===== src/logic/lsu_params.svh =====
//**************************************************
// sizes of the memory-access slice
// RAM is word addressed, byte offset is not part of it
// DMA addresses are word addresses (byte bits 15:2);
// only the low LSU_RAM_AW bits reach the RAM
// IO_REGS must be a power of two
//**************************************************
`ifndef LSU_PARAMS_SVH
`define LSU_PARAMS_SVH

// 4096 words of 32 bits
`define LSU_RAM_AW 12

// addr[31:30] value that maps to the IO block
`define LSU_IO_SEL 2'b11

`define LSU_IO_REGS 16

`define LSU_DMA_AW 14

`endif


===== src/logic/lsu_pkg.sv =====
//**************************************************
// shared types of the load/store path
// ldst_code_e follows RV32I funct3, stores use
// only B, H and W
//**************************************************
package lsu_pkg;

	// funct3 of RV32I loads and stores
	typedef enum logic [2:0] {
		LDST_B  = 3'b000,
		LDST_H  = 3'b001,
		LDST_W  = 3'b010,
		LDST_BU = 3'b100,
		LDST_HU = 3'b101
	} ldst_code_e;

	// target of an access, from addr[31:30]
	typedef enum logic {
		REGION_RAM = 1'b0,
		REGION_IO  = 1'b1
	} mem_region_e;

endpackage


===== src/logic/wb_load_ext.sv =====
//**************************************************
// write-back value and enable
// loads pick the addressed byte or halfword and
// extend it, anything else writes alu_data_wb
// writes to x0 are suppressed
//**************************************************
`timescale 1ns/1ns

module wb_load_ext (
	input  logic                ld_cmd_wb,
	input  logic                wbk_rd_reg_wb,
	input  lsu_pkg::ldst_code_e ld_code_wb,
	input  logic [1:0]          ld_ofs_wb,
	input  logic [4:0]          rd_adr_wb,
	input  logic [31:0]         alu_data_wb,
	input  logic [31:0]         ld_data_wb,
	output logic                wb_we,
	output logic [4:0]          wb_rd_adr,
	output logic [31:0]         wb_data
);

	import lsu_pkg::*;

	logic [31:0] byte_shift;
	logic [7:0]  ld_byte;
	logic [15:0] ld_half;
	logic [31:0] ld_val;

	assign byte_shift = ld_data_wb >> {ld_ofs_wb, 3'b000};
	assign ld_byte = byte_shift[7:0];
	// halfword lanes by bit 1 only
	assign ld_half = ld_ofs_wb[1] ? ld_data_wb[31:16] : ld_data_wb[15:0];

	always_comb begin
		case (ld_code_wb)
			LDST_B:  ld_val = {{24{ld_byte[7]}}, ld_byte};
			LDST_BU: ld_val = {24'd0, ld_byte};
			LDST_H:  ld_val = {{16{ld_half[15]}}, ld_half};
			LDST_HU: ld_val = {16'd0, ld_half};
			LDST_W:  ld_val = ld_data_wb;
			default: ld_val = ld_data_wb;
		endcase
	end

	assign wb_data   = ld_cmd_wb ? ld_val : alu_data_wb;
	assign wb_we     = wbk_rd_reg_wb & (rd_adr_wb != 5'd0);
	assign wb_rd_adr = rd_adr_wb;

endmodule


===== config.mk =====
export PLATFORM = sky130hd
export DESIGN_NAME = wb_load_ext
export DESIGN_NICKNAME = d
export VERILOG_FILES = /design/src/logic/lsu_params.svh /design/src/logic/lsu_pkg.sv /design/src/logic/wb_load_ext.sv
export SDC_FILE = /design/constraint.sdc
export NUM_CORES = 1
export LEC_CHECK = 0
export ABC_AREA = 1
export BUFFER_PORTS_ARGS = -buffer_cell sky130_fd_sc_hd__buf_4
export CAP_MARGIN = 15
export CORE_MARGIN = 1.5
export CORE_UTILIZATION = 44
export DETAILED_ROUTE_END_ITERATION = 7
export PLACE_DENSITY = 0.95
export SLEW_MARGIN = 20
export SYNTH_ARGS = -nofsm -noshare
export SYNTH_HDL_FRONTEND = slang
export SYNTH_SLANG_ARGS = --single-unit

===== constraint.sdc =====
create_clock -name vclk -period 2.85
set_clock_uncertainty 0.15 [all_clocks]
set_input_delay 0.4275 -clock vclk [all_inputs]
set_output_delay 0.4275 -clock vclk [all_outputs]
set_load 0.05 [all_outputs]

==> results summary <==
The post-cts hold buffer count came out at 0. The flow ran to the end, and the final reports show no timing, DRC or antenna violations. The DRC marker count from the first detailed-route iteration is 64. Timing would allow up to 441 MHz.

The number of instances in the synthesized netlist came out at 270. The worst pin sits at a relative slew slack of 76.1%. The core outline area is 2850 µm². STA classifies the critical path startpoint as a primary input.

The net total in the final layout is 444. sky130_fd_sc_hd__nand2_1 is the most common cell in the netlist. The routed via count divided by cell count is 5.02.

The largest fanout on the critical path is 20. The number of global-route vias before repair came out at 1841. For this block, the routed nets add up to 4610 µm of wire. The number of placed I/O pins came out at 114. The proportion of total power due to net switching came out at ~63%. The max-slew violation count came to 0.

The final critical path time including I/O delays and setup is 2.27 ns. In the synthesized netlist, the cells that appear most often are 86 x sky130_fd_sc_hd__nand2_1, 40 x sky130_fd_sc_hd__inv_1, 35 x sky130_fd_sc_hd__a21oi_1. In this run, the clock network consumes 0% of the power.

After synthesis, flip-flops and latches occupy 0% of the total area. The most critical setup path has its endpoint at wb_data[29]. The mapped netlist covers 1360 µm². The setup TNS came out at 0 ns. Counting the fill cells in the layout gives approximately 250. The number of gates resized after CTS was 0. The top cell type's share of synthesized area came out at 23.8%. The classification of the worst setup path is primary input to output port.

The worst hold slack came out at between 0.9 and 1 ns. The footprint of the flip-flops and latches is 0 µm². Post-CTS timing repair inserted 0 buffers for setup. Data on the critical path is required at its endpoint by ~2.3 ns.

The final routed DRC violation total came out at 0. The worst hold path belongs to the class primary input to output port. The floorplan has 19 rows. The Yosys warning count came out at 0.

Max-cap violations in this run came to 0. The cell leakage power came out at 0.00132 µW. Setup violations remaining at the end of the flow were counted as 0. The signal on the critical path passes through buf_4, inv_1, nand2_2, nand2_2, nor2_4, nand2_4, nand3_2, nand2_1, inv_1, buf_4. The average instance in the mapped netlist occupies 5.03 µm². The count of endpoints failing hold in the final timing report came out at 0. The part of the power in registers came out at 0%. The pin count of the biggest net entering global routing came out at 33. Summed over all layers, the global routing overflow is 0. By area the synthesized netlist is led by sky130_fd_sc_hd__nand2_1 24%, sky130_fd_sc_hd__a21oi_1 13%, sky130_fd_sc_hd__inv_1 11%.

The die span in x is 58.5 µm. The detailed-route via count is 1994. The number of antenna-violating nets in the routed design is 0. Per report_power, the combinational group accounts for 100.0% of the total.

The area growth from synthesis to layout came out at 56.4%. For this configuration, the core starts out at a cell density of a little under half. The share of the core filled with cells came out at ~74%.

Once detailed placement completed, the half-perimeter wirelength came to 3850 µm. The biggest cell delay along the critical path is between 0.2 and 0.25 ns. The design has 0 sequential cells. The cell family with the largest share of critical-path delay is simple AND/OR/NAND/NOR gates. The clock buffer instance count of the final layout came out at 0.

The number of buffers and inverters on the critical path came out at 4. Internal power comes to 190 µW. For this run, the total global-route usage over all layers was measured as between 20% and 30%. The fraction of final layout cells sized beyond drive strength 1 is 43.4%. For this design the total switching power over the nets is 320 µW.

The actual transition at the worst max-transition pin came out at 0.354 ns. The area used by multi-input combinational logic is around 1000 µm². The critical-path cell with the highest stage delay is sky130_fd_sc_hd__buf_4. The critical path capture point type is an output port. Setup repair after global routing left no endpoint under its margin. The congestion estimate from routability-driven global placement came to 0.864. The die covers 3430 µm². The final critical-path share of the clock period is 79.6%.

Data on the critical path arrives at its endpoint at between 1.5 and 2 ns. The synthesized netlist net count is 346. The antenna diode instance count came out at 0.

The logic depth of the worst setup path including buffers is 10. Tracing the worst setup path back leads to its startpoint at ld_ofs_wb[1]. The power density over the cells came out at 240 nW/µm². The global-route wire length before repair is 7280 µm.

The average wire per cell in the routed design came out at approximately 12 µm. The initial antenna violation count came out at 0. The synthesized design spends more area on one cell type than any other, namely sky130_fd_sc_hd__nand2_1. The first detailed-routing pass ran for 4 iterations. The height of the chip came out at 58.5 µm.

The number of distinct library cells after synthesis came out at 18. The count of buffers added on input and output ports is approximately 110. The worst IR drop on VDD is 0.162 mV.
[layout by cell type (no fill, tap or decap), drive strengths merged]
cell type / n
a21oi: 35
buf: 117
inv: 41
nand2: 95
nand3: 25
nor2: 19
o21ai: 17
or2: 17
[cells by family after synthesis]
| family | after synthesis | synth area share (%) |
|---|---|---|
| compound gates | 52 | 19.2 |
| simple gates | 156 | 58.0 |
| buf+inv | 62 | 22.9 |
[through the flow]
| step | cells | instance area (µm²) | power, µW | worst slack (ns) |
|---|---|---|---|---|
| 2_1_floorplan | 270 | 1360 | 337 | 0.226 |
| 3_3_place_gp | 397 | 2120 | 503 | 0.675 |
| 3_5_place_dp | 397 | 2120 | 509 | 0.597 |
| 4_1_cts | 397 | 2120 | 510 | 0.593 |
| 5_1_grt | 397 | 2120 | 547 | 0.454 |
| 6_report | 397 | 2120 | 510 | 0.582 |
[worst min-delay path by stage]
stage                       from            to  slack (ns)  depth (start not counted)
finish              rd_adr_wb[1]  wb_rd_adr[1]        0.97                          2
global route        rd_adr_wb[2]  wb_rd_adr[2]        0.98                          2
CTS                 rd_adr_wb[1]  wb_rd_adr[1]        0.97                          2
detailed placement  rd_adr_wb[1]  wb_rd_adr[1]        0.97                          2
global placement    rd_adr_wb[1]  wb_rd_adr[1]        0.97                          2
floorplan           rd_adr_wb[0]  wb_rd_adr[0]        0.87                          1
[final cells by class]
| cell class | instances | share of cell area (%) |
|---|---|---|
| inverters | 41 | 7.48 |
| repair buffers | 117 | 41.4 |
| multi-input cells | 208 | 49.3 |
| well taps | 31 | 1.83 |
[per-layer routing]
layer | GRT usage (%) | vias to the layer above | routed length, µm | part of all wire, %
li1 | - | 1022 | - | -
met1 | 30.6 | 841 | 1700 | 37
met2 | 49.0 | 127 | 2340 | 51
met3 | 4.18 | 4 | 542 | 12
met4 | 4.32 | 0 | 23 | 0.50
met5 | 0 | - | 0 | 0
[power groups by stage]
stage	Sequential (µW)	Clock, µW	Combinational (µW)
4_1_cts	0	0	510
2_1_floorplan	0	0	337
3_3_place_gp	0	0	503
5_1_grt	0	0	547
6_report	0	0	510
3_5_place_dp	0	0	509
(Power assumes the default switching activity.)
