==> src/logic/lsu_params.svh <==
//**************************************************
// sizes of the memory-access slice
// RAM is word addressed, byte offset is not part of it
// DMA addresses are word addresses (byte bits 15:2);
// only the low LSU_RAM_AW bits reach the RAM
// IO_REGS must be a power of two
//**************************************************
`ifndef LSU_PARAMS_SVH
`define LSU_PARAMS_SVH

// 4096 words of 32 bits
`define LSU_RAM_AW 12

// addr[31:30] value that maps to the IO block
`define LSU_IO_SEL 2'b11

`define LSU_IO_REGS 16

`define LSU_DMA_AW 14

`endif

==> src/logic/lsu_pkg.sv <==
//**************************************************
// shared types of the load/store path
// ldst_code_e follows RV32I funct3, stores use
// only B, H and W
//**************************************************
package lsu_pkg;

	// funct3 of RV32I loads and stores
	typedef enum logic [2:0] {
		LDST_B  = 3'b000,
		LDST_H  = 3'b001,
		LDST_W  = 3'b010,
		LDST_BU = 3'b100,
		LDST_HU = 3'b101
	} ldst_code_e;

	// target of an access, from addr[31:30]
	typedef enum logic {
		REGION_RAM = 1'b0,
		REGION_IO  = 1'b1
	} mem_region_e;

endpackage

==> src/logic/ma_stage.sv <==
//**************************************************
// memory-access stage
// one load or store per cycle, sampled when stall
// is low; stores write on their sampling edge
// DMA overrides the CPU port, never in the same
// cycle as a CPU access of the same kind
// rst_pipe wins over stall
//**************************************************
`timescale 1ns/1ns
`include "lsu_params.svh"

module ma_stage (
	input  logic                   clk,
	input  logic                   rst_n,
	input  logic                   stall,
	input  logic                   rst_pipe,
	input  logic                   cmd_ld,
	input  logic                   cmd_st,
	input  lsu_pkg::ldst_code_e    ldst_code,
	input  logic [31:0]            addr,
	input  logic [31:0]            st_data,
	input  logic [4:0]             rd_adr,
	input  logic                   wbk_rd_reg,
	input  logic                   dma_we,
	input  logic [`LSU_DMA_AW-1:0] dma_wadr,
	input  logic [15:0]            dma_wdata,
	input  logic                   dma_re,
	input  logic [`LSU_DMA_AW-1:0] dma_radr,
	output logic [15:0]            dma_rdata,
	output logic [`LSU_RAM_AW-1:0] ram_radr,
	input  logic [31:0]            ram_rdata,
	output logic [`LSU_RAM_AW-1:0] ram_wadr,
	output logic [31:0]            ram_wdata,
	output logic [3:0]             ram_wen,
	output logic                   io_we,
	output logic [`LSU_DMA_AW-1:0] io_wadr,
	output logic [15:0]            io_wdata,
	output logic [`LSU_DMA_AW-1:0] io_radr,
	input  logic [15:0]            io_rdata,
	output logic                   ld_cmd_wb,
	output logic                   wbk_rd_reg_wb,
	output lsu_pkg::ldst_code_e    ld_code_wb,
	output logic [1:0]             ld_ofs_wb,
	output logic [4:0]             rd_adr_wb,
	output logic [31:0]            alu_data_wb,
	output logic [31:0]            ld_data_wb
);

	import lsu_pkg::*;

	mem_region_e region;
	logic [31:0] lane_data;
	logic [3:0]  lane_be;
	logic        io_rd_sel;
	logic        io_rd_wb;
	logic        dma_rd_wb;
	logic [31:0] rd_data_mux;
	logic        stall_dly;
	logic        stall_1shot;
	logic [31:0] ld_data_roll;

	assign region = (addr[31:30] == `LSU_IO_SEL) ? REGION_IO : REGION_RAM;

	// a held store under stall is not repeated
	store_align u_store_align (
		.ldst_code(ldst_code),
		.ofs      (addr[1:0]),
		.cmd_st   (cmd_st & ~stall),
		.st_data  (st_data),
		.lane_data(lane_data),
		.lane_be  (lane_be)
	);

	// RAM ports, DMA first
	assign ram_radr  = dma_re ? dma_radr[`LSU_RAM_AW-1:0] : addr[`LSU_RAM_AW+1:2];
	assign ram_wadr  = dma_we ? dma_wadr[`LSU_RAM_AW-1:0] : addr[`LSU_RAM_AW+1:2];
	assign ram_wdata = dma_we ? {16'd0, dma_wdata} : lane_data;
	assign ram_wen   = dma_we ? 4'b1111 : (lane_be & {4{region == REGION_RAM}});

	// IO needs both low lanes, so SB to IO is dropped
	assign io_we    = lane_be[1] & lane_be[0] & (region == REGION_IO);
	assign io_wadr  = addr[`LSU_DMA_AW+1:2];
	assign io_wdata = lane_data[15:0];
	assign io_radr  = addr[`LSU_DMA_AW+1:2];

	assign io_rd_sel = cmd_ld & (region == REGION_IO) & ~dma_re;

	always_ff @(posedge clk or negedge rst_n) begin
		if (!rst_n) begin
			io_rd_wb <= 1'b0;
			dma_rd_wb <= 1'b0;
			stall_dly <= 1'b0;
		end else begin
			io_rd_wb <= io_rd_sel;
			dma_rd_wb <= dma_re;
			stall_dly <= stall;
		end
	end

	assign rd_data_mux = io_rd_wb ? {16'd0, io_rdata} : ram_rdata;
	assign dma_rdata   = dma_rd_wb ? ram_rdata[15:0] : 16'd0;

	// read data of the stalled load, caught on the first stall edge
	assign stall_1shot = stall & ~stall_dly;

	always_ff @(posedge clk or negedge rst_n) begin
		if (!rst_n) begin
			ld_data_roll <= 32'd0;
		end else if (rst_pipe) begin
			ld_data_roll <= 32'd0;
		end else if (stall_1shot) begin
			ld_data_roll <= rd_data_mux;
		end
	end

	assign ld_data_wb = stall_dly ? ld_data_roll : rd_data_mux;

	// write-back registers
	always_ff @(posedge clk or negedge rst_n) begin
		if (!rst_n) begin
			ld_cmd_wb <= 1'b0;
			wbk_rd_reg_wb <= 1'b0;
			ld_code_wb <= LDST_B;
			ld_ofs_wb <= 2'd0;
			rd_adr_wb <= 5'd0;
			alu_data_wb <= 32'd0;
		end else if (rst_pipe) begin
			ld_cmd_wb <= 1'b0;
			wbk_rd_reg_wb <= 1'b0;
			ld_code_wb <= LDST_B;
			ld_ofs_wb <= 2'd0;
			rd_adr_wb <= 5'd0;
			alu_data_wb <= 32'd0;
		end else if (!stall) begin
			ld_cmd_wb <= cmd_ld;
			wbk_rd_reg_wb <= wbk_rd_reg;
			ld_code_wb <= ldst_code;
			ld_ofs_wb <= addr[1:0];
			rd_adr_wb <= rd_adr;
			alu_data_wb <= addr;
		end
	end

	// DMA shares the RAM ports with the CPU
	a_dma_rd_conflict: assert property (@(posedge clk) disable iff (!rst_n)
		!(dma_re && cmd_ld))
		else $error("dma_re in the same cycle as a CPU load");

	a_dma_wr_conflict: assert property (@(posedge clk) disable iff (!rst_n)
		!(dma_we && cmd_st))
		else $error("dma_we in the same cycle as a CPU store");

endmodule

==> src/logic/store_align.sv <==
//**************************************************
// store lane alignment
// no misalignment check, the offset is used as is
// a halfword goes to lanes 1:0 or 3:2 by ofs[1]
// enables are zero unless cmd_st is set
//**************************************************
`timescale 1ns/1ns

module store_align (
	input  lsu_pkg::ldst_code_e ldst_code,
	input  logic [1:0]          ofs,
	input  logic                cmd_st,
	input  logic [31:0]         st_data,
	output logic [31:0]         lane_data,
	output logic [3:0]          lane_be
);

	import lsu_pkg::*;

	logic [3:0] be_raw;

	always_comb begin
		lane_data = 32'd0;
		be_raw = 4'd0;
		case (ldst_code)
			LDST_B: begin
				// byte moves to lane ofs
				lane_data = {24'd0, st_data[7:0]} << {ofs, 3'b000};
				be_raw = 4'b0001 << ofs;
			end
			LDST_H: begin
				if (ofs[1]) begin
					lane_data = {st_data[15:0], 16'd0};
					be_raw = 4'b1100;
				end else begin
					lane_data = {16'd0, st_data[15:0]};
					be_raw = 4'b0011;
				end
			end
			LDST_W: begin
				lane_data = st_data;
				be_raw = 4'b1111;
			end
			default: begin
				lane_data = 32'd0;
				be_raw = 4'd0;
			end
		endcase
	end

	assign lane_be = be_raw & {4{cmd_st}};

	// unsigned codes have no store form
	always_comb begin
		if (cmd_st) begin
			assert #0 (ldst_code inside {LDST_B, LDST_H, LDST_W})
				else $error("store with load-only code %0d", ldst_code);
		end
	end

endmodule

==> config.mk <==
export PLATFORM = sky130hd
export DESIGN_NAME = ma_stage
export DESIGN_NICKNAME = d
export VERILOG_FILES = /design/src/logic/lsu_pkg.sv /design/src/logic/ma_stage.sv /design/src/logic/store_align.sv
export VERILOG_INCLUDE_DIRS = /design/src /design/src/logic
export SDC_FILE = /design/constraint.sdc
export NUM_CORES = 1
export LEC_CHECK = 0
export ABC_AREA = 1
export BUFFER_PORTS_ARGS = -buffer_cell sky130_fd_sc_hd__buf_4
export CORE_AREA = 3 3 145 147
export CTS_BUF_LIST = sky130_fd_sc_hd__clkbuf_8
export DETAILED_ROUTE_END_ITERATION = 6
export DIE_AREA = 0 0 148 150
export PLACE_DENSITY = 0.57
export SETUP_SLACK_MARGIN = 0.05
export SKIP_LAST_GASP = 1
export SYNTH_ARGS = -nofsm -noshare
export SYNTH_HDL_FRONTEND = slang
export SYNTH_SLANG_ARGS = --single-unit
==> constraint.sdc <==
create_clock -name clk -period 1.7 [get_ports clk]
set_clock_uncertainty 0.2 [all_clocks]
set_input_delay 0.255 -clock clk [delete_from_list [all_inputs] [get_ports clk]]
set_output_delay 0.255 -clock clk [all_outputs]
set_load 0.01 [all_outputs]
==> results by group <==
Timing
  – RSZ-0062 raised after global routing: true
  – Final WS setup: -306 ps
  – Setup violations, final: 55
  – Fin crit share: 118%
  – Max Clk Rate: 499 MHz
  – Slew headroom: 76.0%
  – Final Hold Viols: 15
  – Hold WS: -22.1 ps
  – Slew Viols, Final: 0
  – Worst-margin pin slew: 359 ps
  – Tmin final: 2010 ps

Floorplanning
  – Die footprint: 22,200 sq um
  – Top-level I/O count: 370
  – Die Wd: 148 um
  – Initial cell density of the core: 27.7%
  – Die Y: 150 um
  – Row count: 52
  – Core ar.: 20,000 sq um

Power and ir drop
  – Gate power share: 40.5%
  – Leakage: 5.41 nW
  – Peak VDD IR: 0.000362 V
  – Clock power frac: 23.5%
  – Switching Share: 34.6%
  – Pint: 3.61 mW
  – Net switching power: 1.91 mW
  – Reg power frac: 36.0%
  – PwrDens: 520 nW/um^2

Setup path
  – Worst Path Required: 1240 ps
  – Crit path max fanout: 17
  – Setup Crit Path Kind: reg -> out
  – Reg2Reg Depth: 4
  – Critical Path Source Type: flop
  – CP arrival: 1550 ps
  – Crit end category: output port

Yosys
  – Syn_nets: 1,036
  – Dominant cell type by area after synthesis: dfrtp_1
  – Seq/Total Area, Yosys: 34.8%
  – Netlist cell types: 21
  – Post-Synthesis Cells: 863
  – Synthesized flop and latch total: 77
  – Ys async rst share: 100%
  – Synth Cell Area: 5540 sq um
  – Synth Flop Type: dfrtp_1
  – Synthesis Warnings: 0
  – Post-synth EDFFs: 0
  – Yosys top cell area share: 34.8%
  – Syn_area_per_cell: 6.42 sq um
  – Largest cells by area after synthesis: dfrtp_1 (35%), nor2_1 (12%), nand2_1 (11%)

Clock network
  – CTS Buffer Depth: 2
  – Clock Tree Root: clkbuf_8
  – Clock Pin Slew Worst Setup and Hold Paths: 90 ps
  – TritonCTS Buffers: 9
  – Cts hold-fix bufs: 33
  – CTS H-tree lvls: 3
  – CTS tree: done
  – Later-pin clock latency in the skew report: 340 ps
  – Total clock sinks: 77

Job
  – Total of max-cap violations: 0

Finish
  – Util after Layout: 53.0%
  – Final instance area: 10,600 sq um
  – P&R area growth vs syn: 91.8%
  – Diode count: 0
  – Fillers: 1,947
  – Layout cells sized above 1: 48.8%
  – Nets: 1,434

Global routing
  – Total track usage: 20.3%
  – GR Overflow Total: 0
  – Pin count of the biggest net entering global routing: 35
  – Initial antenna violation count: 0
  – Number of global-route vias before repair: 6,948
  – First-pass GRT wire length: 36,800 um

Routing
  – 1st-pass router iterations: 7
  – Post-route ant nets: 0
  – DRC Markers: 0
  – Iteration-0 DRC Markers: 244
  – Overall routed net length: 24,400 um
  – Vias after detailed routing: 7,219
  – Vias/cell: 4.70
  – WL/cell: 15.9 um

Min path
  – Hold path depth: 3
  – Hold Crit Class: in -> reg

Place
  – Post-Place Cell Area: 8670 sq um
  – GPL Wtd Cong: 0.871
  – PortBufs: 365
  – DP Wirelength: 17,500 um

Run status
  – Failing checks: hold timing, setup timing
  – Run status: complete, but fails checks
stage by stage:
| stage | hold WS (ps) | TNS (ps) | setup WS [ps] | instances | total power, mW |
|---|---|---|---|---|---|
| after floorplan | -241 | 0 | 147 | 863 | 2.80 |
| after global placement | -4.68 | -360 | -61.6 | 1457 | 3.85 |
| after detailed placement | -5.99 | -415 | -55.8 | 1457 | 3.86 |
| after CTS | -48.8 | -9990 | -351 | 1531 | 5.46 |
| after global routing | -36.1 | -14370 | -409 | 1536 | 5.86 |
| final | -22.1 | -9070 | -306 | 1536 | 5.52 |
synth_stat cells (4+ instances only):
master      n
buf_4      39
a211oi_1   16
nand4_1     4
buf_2      24
nand3_2     9
clkbuf_1   28
nor2_1    171
inv_1      84
o21ai_1     6
nand2_1   166
dfrtp_1    77
o22ai_1    32
o21ai_0   103
nand3_1    90
power by group through the flow:
| stage | Combinational [mW] | Clock (mW) | Sequential (mW) |
|---|---|---|---|
| floorplan | 0.754 | 0 | 2.04 |
| global placement | 1.83 | 0 | 2.02 |
| detailed placement | 1.83 | 0 | 2.03 |
| CTS | 2.11 | 1.36 | 1.99 |
| global route | 2.42 | 1.44 | 2.00 |
| finish | 2.24 | 1.30 | 1.99 |
cell usage in the layout (no fill, tap or decap), types with 16 or more instances in the layout:
cell type and n:
a211oi_1 16, nand3_4 28, o21ai_0 73, nand3_2 33
buf_12 22, nand3_1 38, buf_6 61, dlygate4sd3_1 33
nand2_2 35, o21ai_2 21, nor2_1 165, buf_4 355
nand2_1 122, inv_1 75, dfrtp_1 74, o22ai_1 32
layout make-up:
class,instances,area (sq um),share of cell area [%]
clock buffers,9,124,1.17
multi-input cells,606,3510,33.1
clock inverters,7,57.6,0.541
flip-flops and latches,77,1930,18.2
well taps,270,338,3.18
inverters,87,345,3.25
repair buffers,480,4320,40.6
routing by layer:
layer	vias to the layer above	GRT usage (%)	part of all wire, %	routed length [um]
met5	-	0	0	0
met4	0	5.31	2.0	492
met3	37	5.91	9.2	2250
met2	327	36.3	51	12500
met1	3307	23.8	38	9170
li1	3548	-	-	-
state kept, by name (all words and copies together), names as in the netlist, 3 cells and up:
name          flops
ld_data_roll     32
alu_data_wb      31
rd_adr_wb         5
ld_code_wb        3
path summary, 6_finish.rpt:
| kind | slack [ps] | end | start |
|---|---|---|---|
| max | -310 | ld_data_wb[20] | io_rd_wb |
| min | -20 | ld_data_roll[6] | io_rdata[6] |
| max reg2reg | 240 | ld_data_roll[5] | stall_dly |
| min reg2reg | 320 | alu_data_wb[23] | alu_data_wb[23] |
| max in group asynchronous | 640 | dma_rd_wb | rst_n |
| min in group asynchronous | 150 | ld_data_roll[28] | rst_n |
kinds of logic after synthesis:
family	Yosys count	synth area share [%]
simple gates	446	34.0
buf+inv	181	15.5
flops	77	34.8
compound gates	159	15.8
worst max-delay path, cell delays in order, from the launching register on:
cell and delay (ps):
dfrtp_2 440, buf_12 160, nor2_4 130, buf_12 140, nand2_1 70, o21ai_0 90, buf_4 160
what timing repair did:
action                     in CTS  in global routing
hold endpoints to repair      138                 20
setup buffers                  18                  5
setup endpoints to repair      92                 95
pin swaps                      38                 53
resized for setup             156                144
gates cloned                    7                  1
Note: power is estimated with default switching activity, not from simulation.
