## src/logic/lsu_params.svh

```systemverilog
//**************************************************
// sizes of the memory-access slice
// RAM is word addressed, byte offset is not part of it
// DMA addresses are word addresses (byte bits 15:2);
// only the low LSU_RAM_AW bits reach the RAM
// IO_REGS must be a power of two
//**************************************************
`ifndef LSU_PARAMS_SVH
`define LSU_PARAMS_SVH

// 4096 words of 32 bits
`define LSU_RAM_AW 12

// addr[31:30] value that maps to the IO block
`define LSU_IO_SEL 2'b11

`define LSU_IO_REGS 16

`define LSU_DMA_AW 14

`endif

```

## src/logic/io_regs.sv

```systemverilog
//**************************************************
// IO register block
// 16-bit registers, selected by the low word-address
// bits; upper address bits are ignored so the block
// repeats through the IO region
// writes are whole registers, reads take one cycle
//**************************************************
`timescale 1ns/1ns
`include "lsu_params.svh"

module io_regs (
	input  logic                   clk,
	input  logic                   rst_n,
	input  logic                   io_we,
	input  logic [`LSU_DMA_AW-1:0] io_wadr,
	input  logic [15:0]            io_wdata,
	input  logic [`LSU_DMA_AW-1:0] io_radr,
	output logic [15:0]            io_rdata
);

	localparam int IDX_W = $clog2(`LSU_IO_REGS);

	logic [15:0]      regs [`LSU_IO_REGS];
	logic [IDX_W-1:0] widx;
	logic [IDX_W-1:0] ridx;

	// addr[5:2] for 16 registers
	assign widx = io_wadr[IDX_W-1:0];
	assign ridx = io_radr[IDX_W-1:0];

	always_ff @(posedge clk or negedge rst_n) begin
		if (!rst_n) begin
			for (int i = 0; i < `LSU_IO_REGS; i++) begin
				regs[i] <= 16'd0;
			end
		end else if (io_we) begin
			regs[widx] <= io_wdata;
		end
	end

	// read sees the value before a same-cycle write
	always_ff @(posedge clk or negedge rst_n) begin
		if (!rst_n) begin
			io_rdata <= 16'd0;
		end else begin
			io_rdata <= regs[ridx];
		end
	end

endmodule

```

## config.mk

```make
export PLATFORM = sky130hd
export DESIGN_NAME = io_regs
export DESIGN_NICKNAME = d
export VERILOG_FILES = /design/src/logic/io_regs.sv
export VERILOG_INCLUDE_DIRS = /design/src /design/src/logic
export SDC_FILE = /design/constraint.sdc
export NUM_CORES = 1
export LEC_CHECK = 0
export BUFFER_PORTS_ARGS = -buffer_cell sky130_fd_sc_hd__buf_4
export CAP_MARGIN = 15
export CORE_MARGIN = 3
export CORE_UTILIZATION = 45
export CTS_BUF_LIST = sky130_fd_sc_hd__clkbuf_16
export CTS_CLUSTER_DIAMETER = 50
export DETAILED_ROUTE_END_ITERATION = 8
export SETUP_SLACK_MARGIN = 0.05
export SLEW_MARGIN = 10
export SYNTH_ARGS = -nofsm -noshare
export SYNTH_HDL_FRONTEND = slang
export SYNTH_SLANG_ARGS = --single-unit
export TNS_END_PERCENT = 30
```

## constraint.sdc

```tcl
create_clock -name clk -period 1.4 [get_ports clk]
set_input_delay 0.07 -clock clk [delete_from_list [all_inputs] [get_ports clk]]
set_output_delay 0.07 -clock clk [all_outputs]
set_load 0.05 [all_outputs]
```

==> reports/summary.txt, run 1 <==
status: finished clean
Post-Layout Inst Area: 14400 um2
remaining antenna violation count: 0
# fillers: 2088
multi-input logic area: 4940 um2
EDFF count, synth: 0
crit path max-delay cell type: mux4_2
Cells after Synth: 728
fmax: 779 MHz
commonest cells after routing, fill and taps aside: dfrtp_1 (272), mux2_2 (246), buf_4 (67), mux4_2 (64), clkbuf_16 (31)
hold path depth: 4
vias in the first global route: 7432
crit-path cells: mux4_2 > a22oi_2 > nand2_1
io pins: 63
Die X: 169 um
flop2flop setup slack: 0.12 ns
Hold Path Origin: io_wadr[3]
Port Buffers: 42
top fanout value on the critical path: 2
VDD IR max: 0.880 mV
RSZ-0062 raised after global routing: false
CP Launch Type: flop
routability cong.: 0.746
PD cells: 1600 nW/um2
fin crit period: 1.28 ns
number of max-cap violations: 0
first-pass GRT wire length: 45300 um
Yosys top cell by area: dfrtp_1
Hold Path Class: in -> reg
Worst path top cell family by delay: multiplexers
LEAKAGE: 6.24 nW
synth unique cells: 24
CTS Sinks: 272
DP Area: 13200 um2
hpwl dp: 17500 um
WP buf/inv: 0
yosys warns: 0
Worst-Margin Slew: 1.17 ns
Worst Setup End Kind: flop
Longest Clk Path Bufs: 3
FF+latch area: 6810 um2
Seq cells post-synth: 272
Fin. Hold Viols: 0
R2R cell count: 3
Rows: 59
r2r endpoint: io_rdata[0]
post-layout util: 55.1%
ys flop type: dfrtp_1
Post-synth ARST share: 100%
most common cell after layout, fill and taps aside: dfrtp_1
grt ovf: 0
mapped cell area: 12000 um2
CTS clk-pin slew, worst paths: 0.06 ns
Period Utilization, post-route: 91.7%
crit-path max cell delay: 0.48 ns
root buffer cell: clkbuf_16
drt initial violations: 481
Fin Clk Skew: 0.0173 ns
post-synth top area share: 56.8%
Final Non-Filler Cells: 1174
Nets: 859
placed cell count: 1096
CTS tree: yes
Synth area leaders: dfrtp_1 (57%), mux2_2 (23%), mux4_2 (12%), a22oi_1 (2.0%), mux2_4 (1.3%)
total power: 23.1 mW
worst endpoint required time: 1.84 ns
Core Area: 26100 um2
syn nets: 775
Total Routed Length: 28700 um
Vias/cell: 5.77
final setup fails: 0
H-tree depth: 1
arrival time worst endpoint: 1.72 ns
initial antenna violation count: 4
initial core utilization: 45.9%
max_slew headroom: 21.5%
Worst Setup SP: regs[192]
P&R area growth vs syn: 20.1%
latest clock arrival within the worst-skew pair: 0.55 ns
post-CTS setup buffer count: 0
via count: 6775
register area share after synthesis: 56.8%
hold path endpoint: regs[208]
die height: 169 um
share of cells above drive strength 1: 57.0%
full die area: 28600 um2
Total GRT Usage: 20.7%
Worst R2R Start: regs[192]
drt first pass iters: 4
sum of negative setup slack: 0 ns
Avg Synthesized Cell Area: 16.5 um2
max-slew violations: 0
CTS buffer count: 31
critical path class: reg -> reg
largest net degree at the start of global routing: 82
DR DRC count: 0
Avg WL per Cell: 24.5 um
[power by group]
| group | internal (mW) | total [mW] | switching (mW) |
|---|---|---|---|
| logic | 2.52 | 4.26 | 1.74 |
| clock network | 4.94 | 8.15 | 3.21 |
| registers | 9.71 | 10.6 | 0.942 |
[registers in the layout, summed over array words and instances (netlist names)]
name,flops
io_rdata,16
regs,256
[Yosys cell counts (3+ instances only)]
cell type	count
buf_2	19
nor2_2	4
nor2_1	3
dfrtp_1	272
a22oi_1	32
mux4_2	64
mux2_4	10
buf_6	5
mux2_2	246
clkbuf_1	28
nand2_1	17
buf_4	5
nor3_2	6
[repair_timing]
| item | CTS | global route |
|---|---|---|
| resized for setup | 1 | 2 |
| endpoints found under the setup margin | 1 | 37 |
| cloned | 0 | 0 |
| hold buffers | 18 | 0 |
| endpoints found under the hold margin | 528 | 0 |
[metal layers]
metal	vias up	part of all wire (%)	GRT usage [%]
li1	2898	-	-
met1	3688	45	30.5
met2	141	47	32.9
met3	44	5.3	3.40
met4	4	1.9	4.48
met5	-	0.073	0
[how the worst max path moves through the flow]
stage,endpoint,cells past startpoint
after floorplan,regs[85],5
final,io_rdata[0],3
after detailed placement,io_rdata[5],5
after global placement,io_rdata[7],5
after CTS,io_rdata[14],3
after global routing,io_rdata[12],1
[final cells by class]
class	instances	area share, %
Antenna cell	2	0.0348
Clock buffer	31	5.39
Clock inverter	27	1.83
Multi-Input combinational cell	397	34.3
Sequential cell	272	47.3
Tap cell	335	2.91
Timing Repair Buffer	110	8.24
[per-stage QoR]
stage | worst slack [ns] | hold WS [ns]
floorplan | -0.0337 | -0.226
global placement | -0.136 | -0.0472
detailed placement | -0.175 | -0.0432
CTS | 0.0987 | 0.123
global route | 0.0516 | 0.139
finish | 0.116 | 0.137
[logic make-up (layout without fill, tap and decap cells)]
kind of cell    Yosys count  in the layout  synth area share (%)
other cells               0              2                     0
flops                   272            272                  56.8
buf+inv                  59            168                  2.52
mux                     320            320                  36.4
compound gates           32             32                  2.00
simple gates             45             45                  2.32
[worst register-to-register path: cells and delay by family, from the launching register on]
family,cells,cell delay (ns)
compound gates,1,0.23
flops,1,0.38
mux,1,0.48
simple gates,1,0.08
No activity file was read; power rests on OpenSTA's default activity.
==> inputs of run 2 (changes only) <==
==> constraint.sdc (replaced) <==
create_clock -name clk -period 1.5 [get_ports clk]
set_input_delay 0.075 -clock clk [delete_from_list [all_inputs] [get_ports clk]]
set_output_delay 0.075 -clock clk [all_outputs]
set_load 0.05 [all_outputs]
==> reports/summary.txt, run 2 (synthesized netlist as in run 1, its figures left out) <==
Rows: 59 (unchanged)
arrival time worst endpoint: 1.73 ns (about the same)
fmax: 765 MHz (-1.8%)
drt first pass iters: 4 (unchanged)
Period Utilization, post-route: 87.1% (-4.6 points)
share of cells above drive strength 1: 56.6% (-0.42 points)
Fin Clk Skew: 0.0136 ns (-0.00372 ns)
H-tree depth: 1 (unchanged)
Nets: 858 (-0.12%)
RSZ-0062 raised after global routing: false
fin crit period: 1.31 ns (+0.0230 ns)
latest clock arrival within the worst-skew pair: 0.55 ns (about the same)
# fillers: 2113 (+1.2%)
critical path class: reg -> reg
final worst slack: 0.193 ns (+0.0770 ns)
routability cong.: 0.737 (-1.2%)
Vias/cell: 5.76 (-0.24%)
Port Buffers: 42 (unchanged)
hpwl dp: 18700 um (+6.4%)
largest net degree at the start of global routing: 64 (-22%)
drt initial violations: 338 (-30%)
die height: 169 um (unchanged)
sum of negative setup slack: 0 ns (unchanged)
FF+latch area: 6810 um2 (unchanged)
Total GRT Usage: 20.5% (-0.14 points)
initial core utilization: 45.9% (unchanged)
Avg WL per Cell: 24.7 um (+1.0%)
post-CTS setup buffer count: 0 (unchanged)
flop2flop setup slack: 0.19 ns (+0.08 ns)
Fin. Hold Viols: 0 (unchanged)
remaining antenna violation count: 0 (unchanged)
Top Registers: regs (256), io_rdata (16)
Longest Clk Path Bufs: 3 (unchanged)
max reg flops: 256 (unchanged)
placed cell count: 1096 (unchanged)
DP Area: 13200 um2 (about the same)
Worst-Margin Slew: 1.16 ns (-0.0164 ns)
max-slew violations: 0 (unchanged)
grt ovf: 0 (unchanged)
Worst R2R Start: regs[194]
Post-Layout Inst Area: 14300 um2 (-0.62%)
commonest cells after routing, fill and taps aside: dfrtp_1 (272), mux2_2 (246), buf_4 (66), mux4_2 (64), a22oi_1 (32)
CTS buffer count: 31 (unchanged)
Largest Register: regs
multi-input logic area: 4930 um2 (-0.23%)
Hold Path Class: in -> async
PD cells: 1480 nW/um2 (-7.7%)
final setup fails: 0 (unchanged)
DR DRC count: 0 (unchanged)
root buffer cell: clkbuf_16
post-layout util: 54.7% (-0.34 points)
number of max-cap violations: 0 (unchanged)
VDD IR max: 1.01 mV (+15%)
io pins: 63 (unchanged)
top fanout value on the critical path: 2 (unchanged)
Core Area: 26100 um2 (unchanged)
max_slew headroom: 22.6% (+1.1 points)
worst endpoint required time: 1.92 ns (+0.08 ns)
R2R cell count: 3 (unchanged)
Worst Setup End Kind: flop
CTS clk-pin slew, worst paths: 0.06 ns (about the same)
vias in the first global route: 7467 (+0.47%)
most common cell after layout, fill and taps aside: dfrtp_1
CP Launch Type: flop
via count: 6707 (-1.0%)
status: finished clean
cts repair resizes: 0 (-1)
CTS Sinks: 272 (unchanged)
P&R area growth vs syn: 19.3%
Die X: 169 um (unchanged)
first-pass GRT wire length: 44900 um (-0.91%)
CTS tree: yes
DP Worst Slack: -0.0558 ns (+0.119 ns)
full die area: 28600 um2 (unchanged)
r2r endpoint: io_rdata[2]
Final Non-Filler Cells: 1165 (-0.77%)
initial antenna violation count: 6 (+2)
Total Routed Length: 28800 um (+0.23%)
LEAKAGE: 6.20 nW (-0.63%)
[run 2: changes by cell type in the layout (fill, tap and decap cells not counted), moves of 2 or more]
| cell | previous run | this run |
|---|---|---|
| clkinv_2 | 5 | 3 |
| a22oi_1 | 30 | 32 |
| buf_12 | 23 | 25 |
| a22oi_2 | 2 | 0 |
| inv_1 | 6 | 8 |
| inv_6 | 2 | 0 |
| clkinv_1 | 6 | 3 |
[run 2: cell type report]
type / count / area share [%]
tap: 335 / 2.93
timing repair buffer: 109 / 8.26
clock buffer: 31 / 5.42
sequential: 272 / 47.6
antenna: 1 / 0.0175
clock inverter: 20 / 1.35
multi-input combinational: 397 / 34.4
[run 2: timing repair]
action                                  CTS  global route
hold endpoints to repair                528             0
endpoints found under the setup margin    0             0
hold buffers                             17             0
[run 2: how the worst max path moves through the flow]
stage / startpoint / end / slack (ns) / cells past startpoint
final: regs[194] / io_rdata[2] / 0.19 / 3
after global routing: regs[201] / io_rdata[9] / 0.15 / 3
after CTS: regs[253] / io_rdata[13] / 0.20 / 3
after detailed placement: io_wadr[1] / regs[245] / -0.06 / 5
after global placement: io_wadr[1] / regs[248] / -0.05 / 5
after floorplan: io_wadr[2] / regs[197] / 0.05 / 5
[run 2: metal layers]
metal  vias to the layer above  part of all wire, %  track usage, %
met2                       122                   50            34.5
li1                       2896                    -               -
met1                      3635                   44            28.4
met5                         -                 0.17               0
met3                        44                  4.5            3.77
met4                        10                  1.8            4.23
[run 2: worst max-delay path, stage by stage (launching register included)]
cell and delay [ns]:
dfrtp_1 0.37, mux4_2 0.50, a22oi_1 0.25, nand2_1 0.08
[run 2: stage by stage]
step | power [mW] | hold WS, ns
4_1_cts | 21.4 | 0.0421
3_5_place_dp | 14.1 | 0.00714
6_report | 21.1 | 0.0375
5_1_grt | 22.1 | 0.0554
3_3_place_gp | 13.7 | -0.00792
2_1_floorplan | 12.7 | -0.221
[run 2: report_power, final]
| part | switching (mW) | internal, mW | total [mW] |
|---|---|---|---|
| clock network | 2.85 | 4.38 | 7.22 |
| registers | 0.864 | 9.06 | 9.93 |
| logic | 1.65 | 2.35 | 4.00 |
==> inputs of run 3 (changes only) <==
--- a/config.mk
+++ b/config.mk
@@ -13,6 +13,7 @@
 export CTS_BUF_LIST = sky130_fd_sc_hd__clkbuf_16
 export CTS_CLUSTER_DIAMETER = 50
 export DETAILED_ROUTE_END_ITERATION = 8
+export HOLD_SLACK_MARGIN = 0.06
 export SETUP_SLACK_MARGIN = 0.05
 export SLEW_MARGIN = 10
 export SYNTH_ARGS = -nofsm -noshare
==> reports/summary.txt, run 3 (synthesized netlist as in run 1, its figures left out) <==
fmax: 765 MHz (about the same)
H-tree depth: 1 (unchanged)
max_slew headroom: 23.1% (+0.57 points)
CTS clk-pin slew, worst paths: 0.06 ns (about the same)
largest net degree at the start of global routing: 64 (unchanged)
vias in the first global route: 7473 (+0.080%)
io pins: 63 (unchanged)
Largest Register: regs
Port Buffers: 42 (unchanged)
cts repair resizes: 0 (unchanged)
R2R cell count: 3 (unchanged)
CTS Sinks: 272 (unchanged)
crit-path max cell delay: 0.51 ns (about the same)
Avg WL per Cell: 24.6 um (-0.37%)
r2r endpoint: io_rdata[13]
Die X: 169 um (unchanged)
Period Utilization, post-route: 87.1% (about the same)
Worst Setup End Kind: flop
routability cong.: 0.737 (unchanged)
drt first pass iters: 4 (unchanged)
Worst R2R Start: regs[205]
via count: 6713 (+0.089%)
max-slew violations: 0 (unchanged)
crit path max-delay cell type: mux4_2
CTS tree: yes
DR DRC count: 0 (unchanged)
Worst Hold Slack: 0.101 ns (+0.0632 ns)
hold path depth: 4
grt ovf: 0 (unchanged)
number of max-cap violations: 0 (unchanged)
Vias/cell: 5.76 (about the same)
drt initial violations: 366 (+8.3%)
Rows: 59 (unchanged)
die height: 169 um (unchanged)
arrival time worst endpoint: 1.74 ns (about the same)
Total GRT Usage: 20.5% (unchanged)
PD cells: 1480 nW/um2 (about the same)
Worst-Margin Slew: 1.15 ns (-0.00848 ns)
initial core utilization: 45.9% (unchanged)
DP Area: 13200 um2 (unchanged)
first-pass GRT wire length: 44900 um (about the same)
crit-path cells: mux4_2 > a22oi_1 > nand2_1
top fanout value on the critical path: 2 (unchanged)
status: finished clean
latest clock arrival within the worst-skew pair: 0.55 ns (about the same)
commonest cells after routing, fill and taps aside: dfrtp_1 (272), mux2_2 (246), buf_4 (66), mux4_2 (64), a22oi_1 (32)
P&R area growth vs syn: 19.4% (about the same)
share of cells above drive strength 1: 56.5% (-0.068 points)
Fin Clk Skew: 0.0145 ns (+0.000918 ns)
RSZ-0062 raised after global routing: false
hold path endpoint: io_rdata[14]
most common cell after layout, fill and taps aside: dfrtp_1
worst endpoint required time: 1.93 ns (about the same)
Total Routed Length: 28700 um (-0.28%)
Fin. Hold Viols: 0 (unchanged)
critical path class: reg -> reg
Top Registers: regs (256), io_rdata (16)
WP buf/inv: 0 (unchanged)
remaining antenna violation count: 0 (unchanged)
fin crit period: 1.31 ns (+0.000233 ns)
Core Area: 26100 um2 (unchanged)
CTS buffer count: 31 (unchanged)
Worst path top cell family by delay: multiplexers
hpwl dp: 18700 um (unchanged)
full die area: 28600 um2 (unchanged)
Hold Path Origin: io_radr[1]
initial antenna violation count: 6 (unchanged)
Post-Layout Inst Area: 14300 um2 (about the same)
root buffer cell: clkbuf_16
Worst Setup SP: regs[205]
flop2flop setup slack: 0.19 ns (about the same)
sum of negative setup slack: 0 ns (unchanged)
FF+latch area: 6810 um2 (unchanged)
max reg flops: 256 (unchanged)
LEAKAGE: 6.20 nW (about the same)
Hold Path Class: in -> reg
final setup fails: 0 (unchanged)
CP Launch Type: flop
Nets: 859 (+0.12%)
multi-input logic area: 4930 um2 (unchanged)
# fillers: 2112 (-0.047%)
post-layout util: 54.8% (about the same)
VDD IR max: 1.01 mV (-0.12%)
Longest Clk Path Bufs: 3 (unchanged)
## run 3: how the worst max path moves through the flow
stage / slack [ns] / to / cells after the start
2_1_floorplan: 0.05 / regs[197] / 5
3_3_place_gp: -0.05 / regs[248] / 5
3_5_place_dp: -0.06 / regs[245] / 5
4_1_cts: 0.20 / io_rdata[13] / 3
5_1_grt: 0.13 / regs[201] / 4
6_report: 0.19 / io_rdata[13] / 3
## run 3: metrics by stage
stage | cells | power, mW | setup WS, ns
after floorplan | 728 | 12.7 | 0.0537
after global placement | 1096 | 13.7 | -0.0528
after detailed placement | 1096 | 14.1 | -0.0558
after CTS | 1165 | 21.4 | 0.203
after global routing | 1166 | 22.1 | 0.131
final | 1166 | 21.1 | 0.193
## run 3: metal layers
metal	vias up	global-route usage, %	wire [um]
li1	2897	-	-
met1	3641	28.4	12600
met2	123	34.5	14400
met3	42	3.77	1200
met4	10	4.23	491
met5	-	0	48
## run 3: worst min-delay path: cells and delay by family
| kind | cells | cell delay, ns |
|---|---|---|
| AND/OR/NAND/NOR | 1 | 0.05 |
| buffers and inverters | 1 | 0.18 |
| AO/OA/AOI/OAI | 1 | 0.06 |
| multiplexers | 1 | 0.23 |
## run 3: final cells by class
class,instances,area share [%]
clock buffer,31,5.42
clock inverter,20,1.35
tap,335,2.93
sequential,272,47.5
antenna,1,0.0175
timing repair buffer,110,8.32
multi-input combinational,397,34.4
## run 3: where the power goes
group          switching (mW)  internal [mW]
Clock                    2.84           4.38
Combinational            1.65           2.35
Sequential              0.859           9.06
## run 3: what timing repair did
| action | in CTS | in global routing |
|---|---|---|
| setup endpoints to repair | 0 | 0 |
| hold buffers | 18 | 0 |
| hold endpoints to repair | 528 | 0 |
| buffers inserted | 0 | 0 |
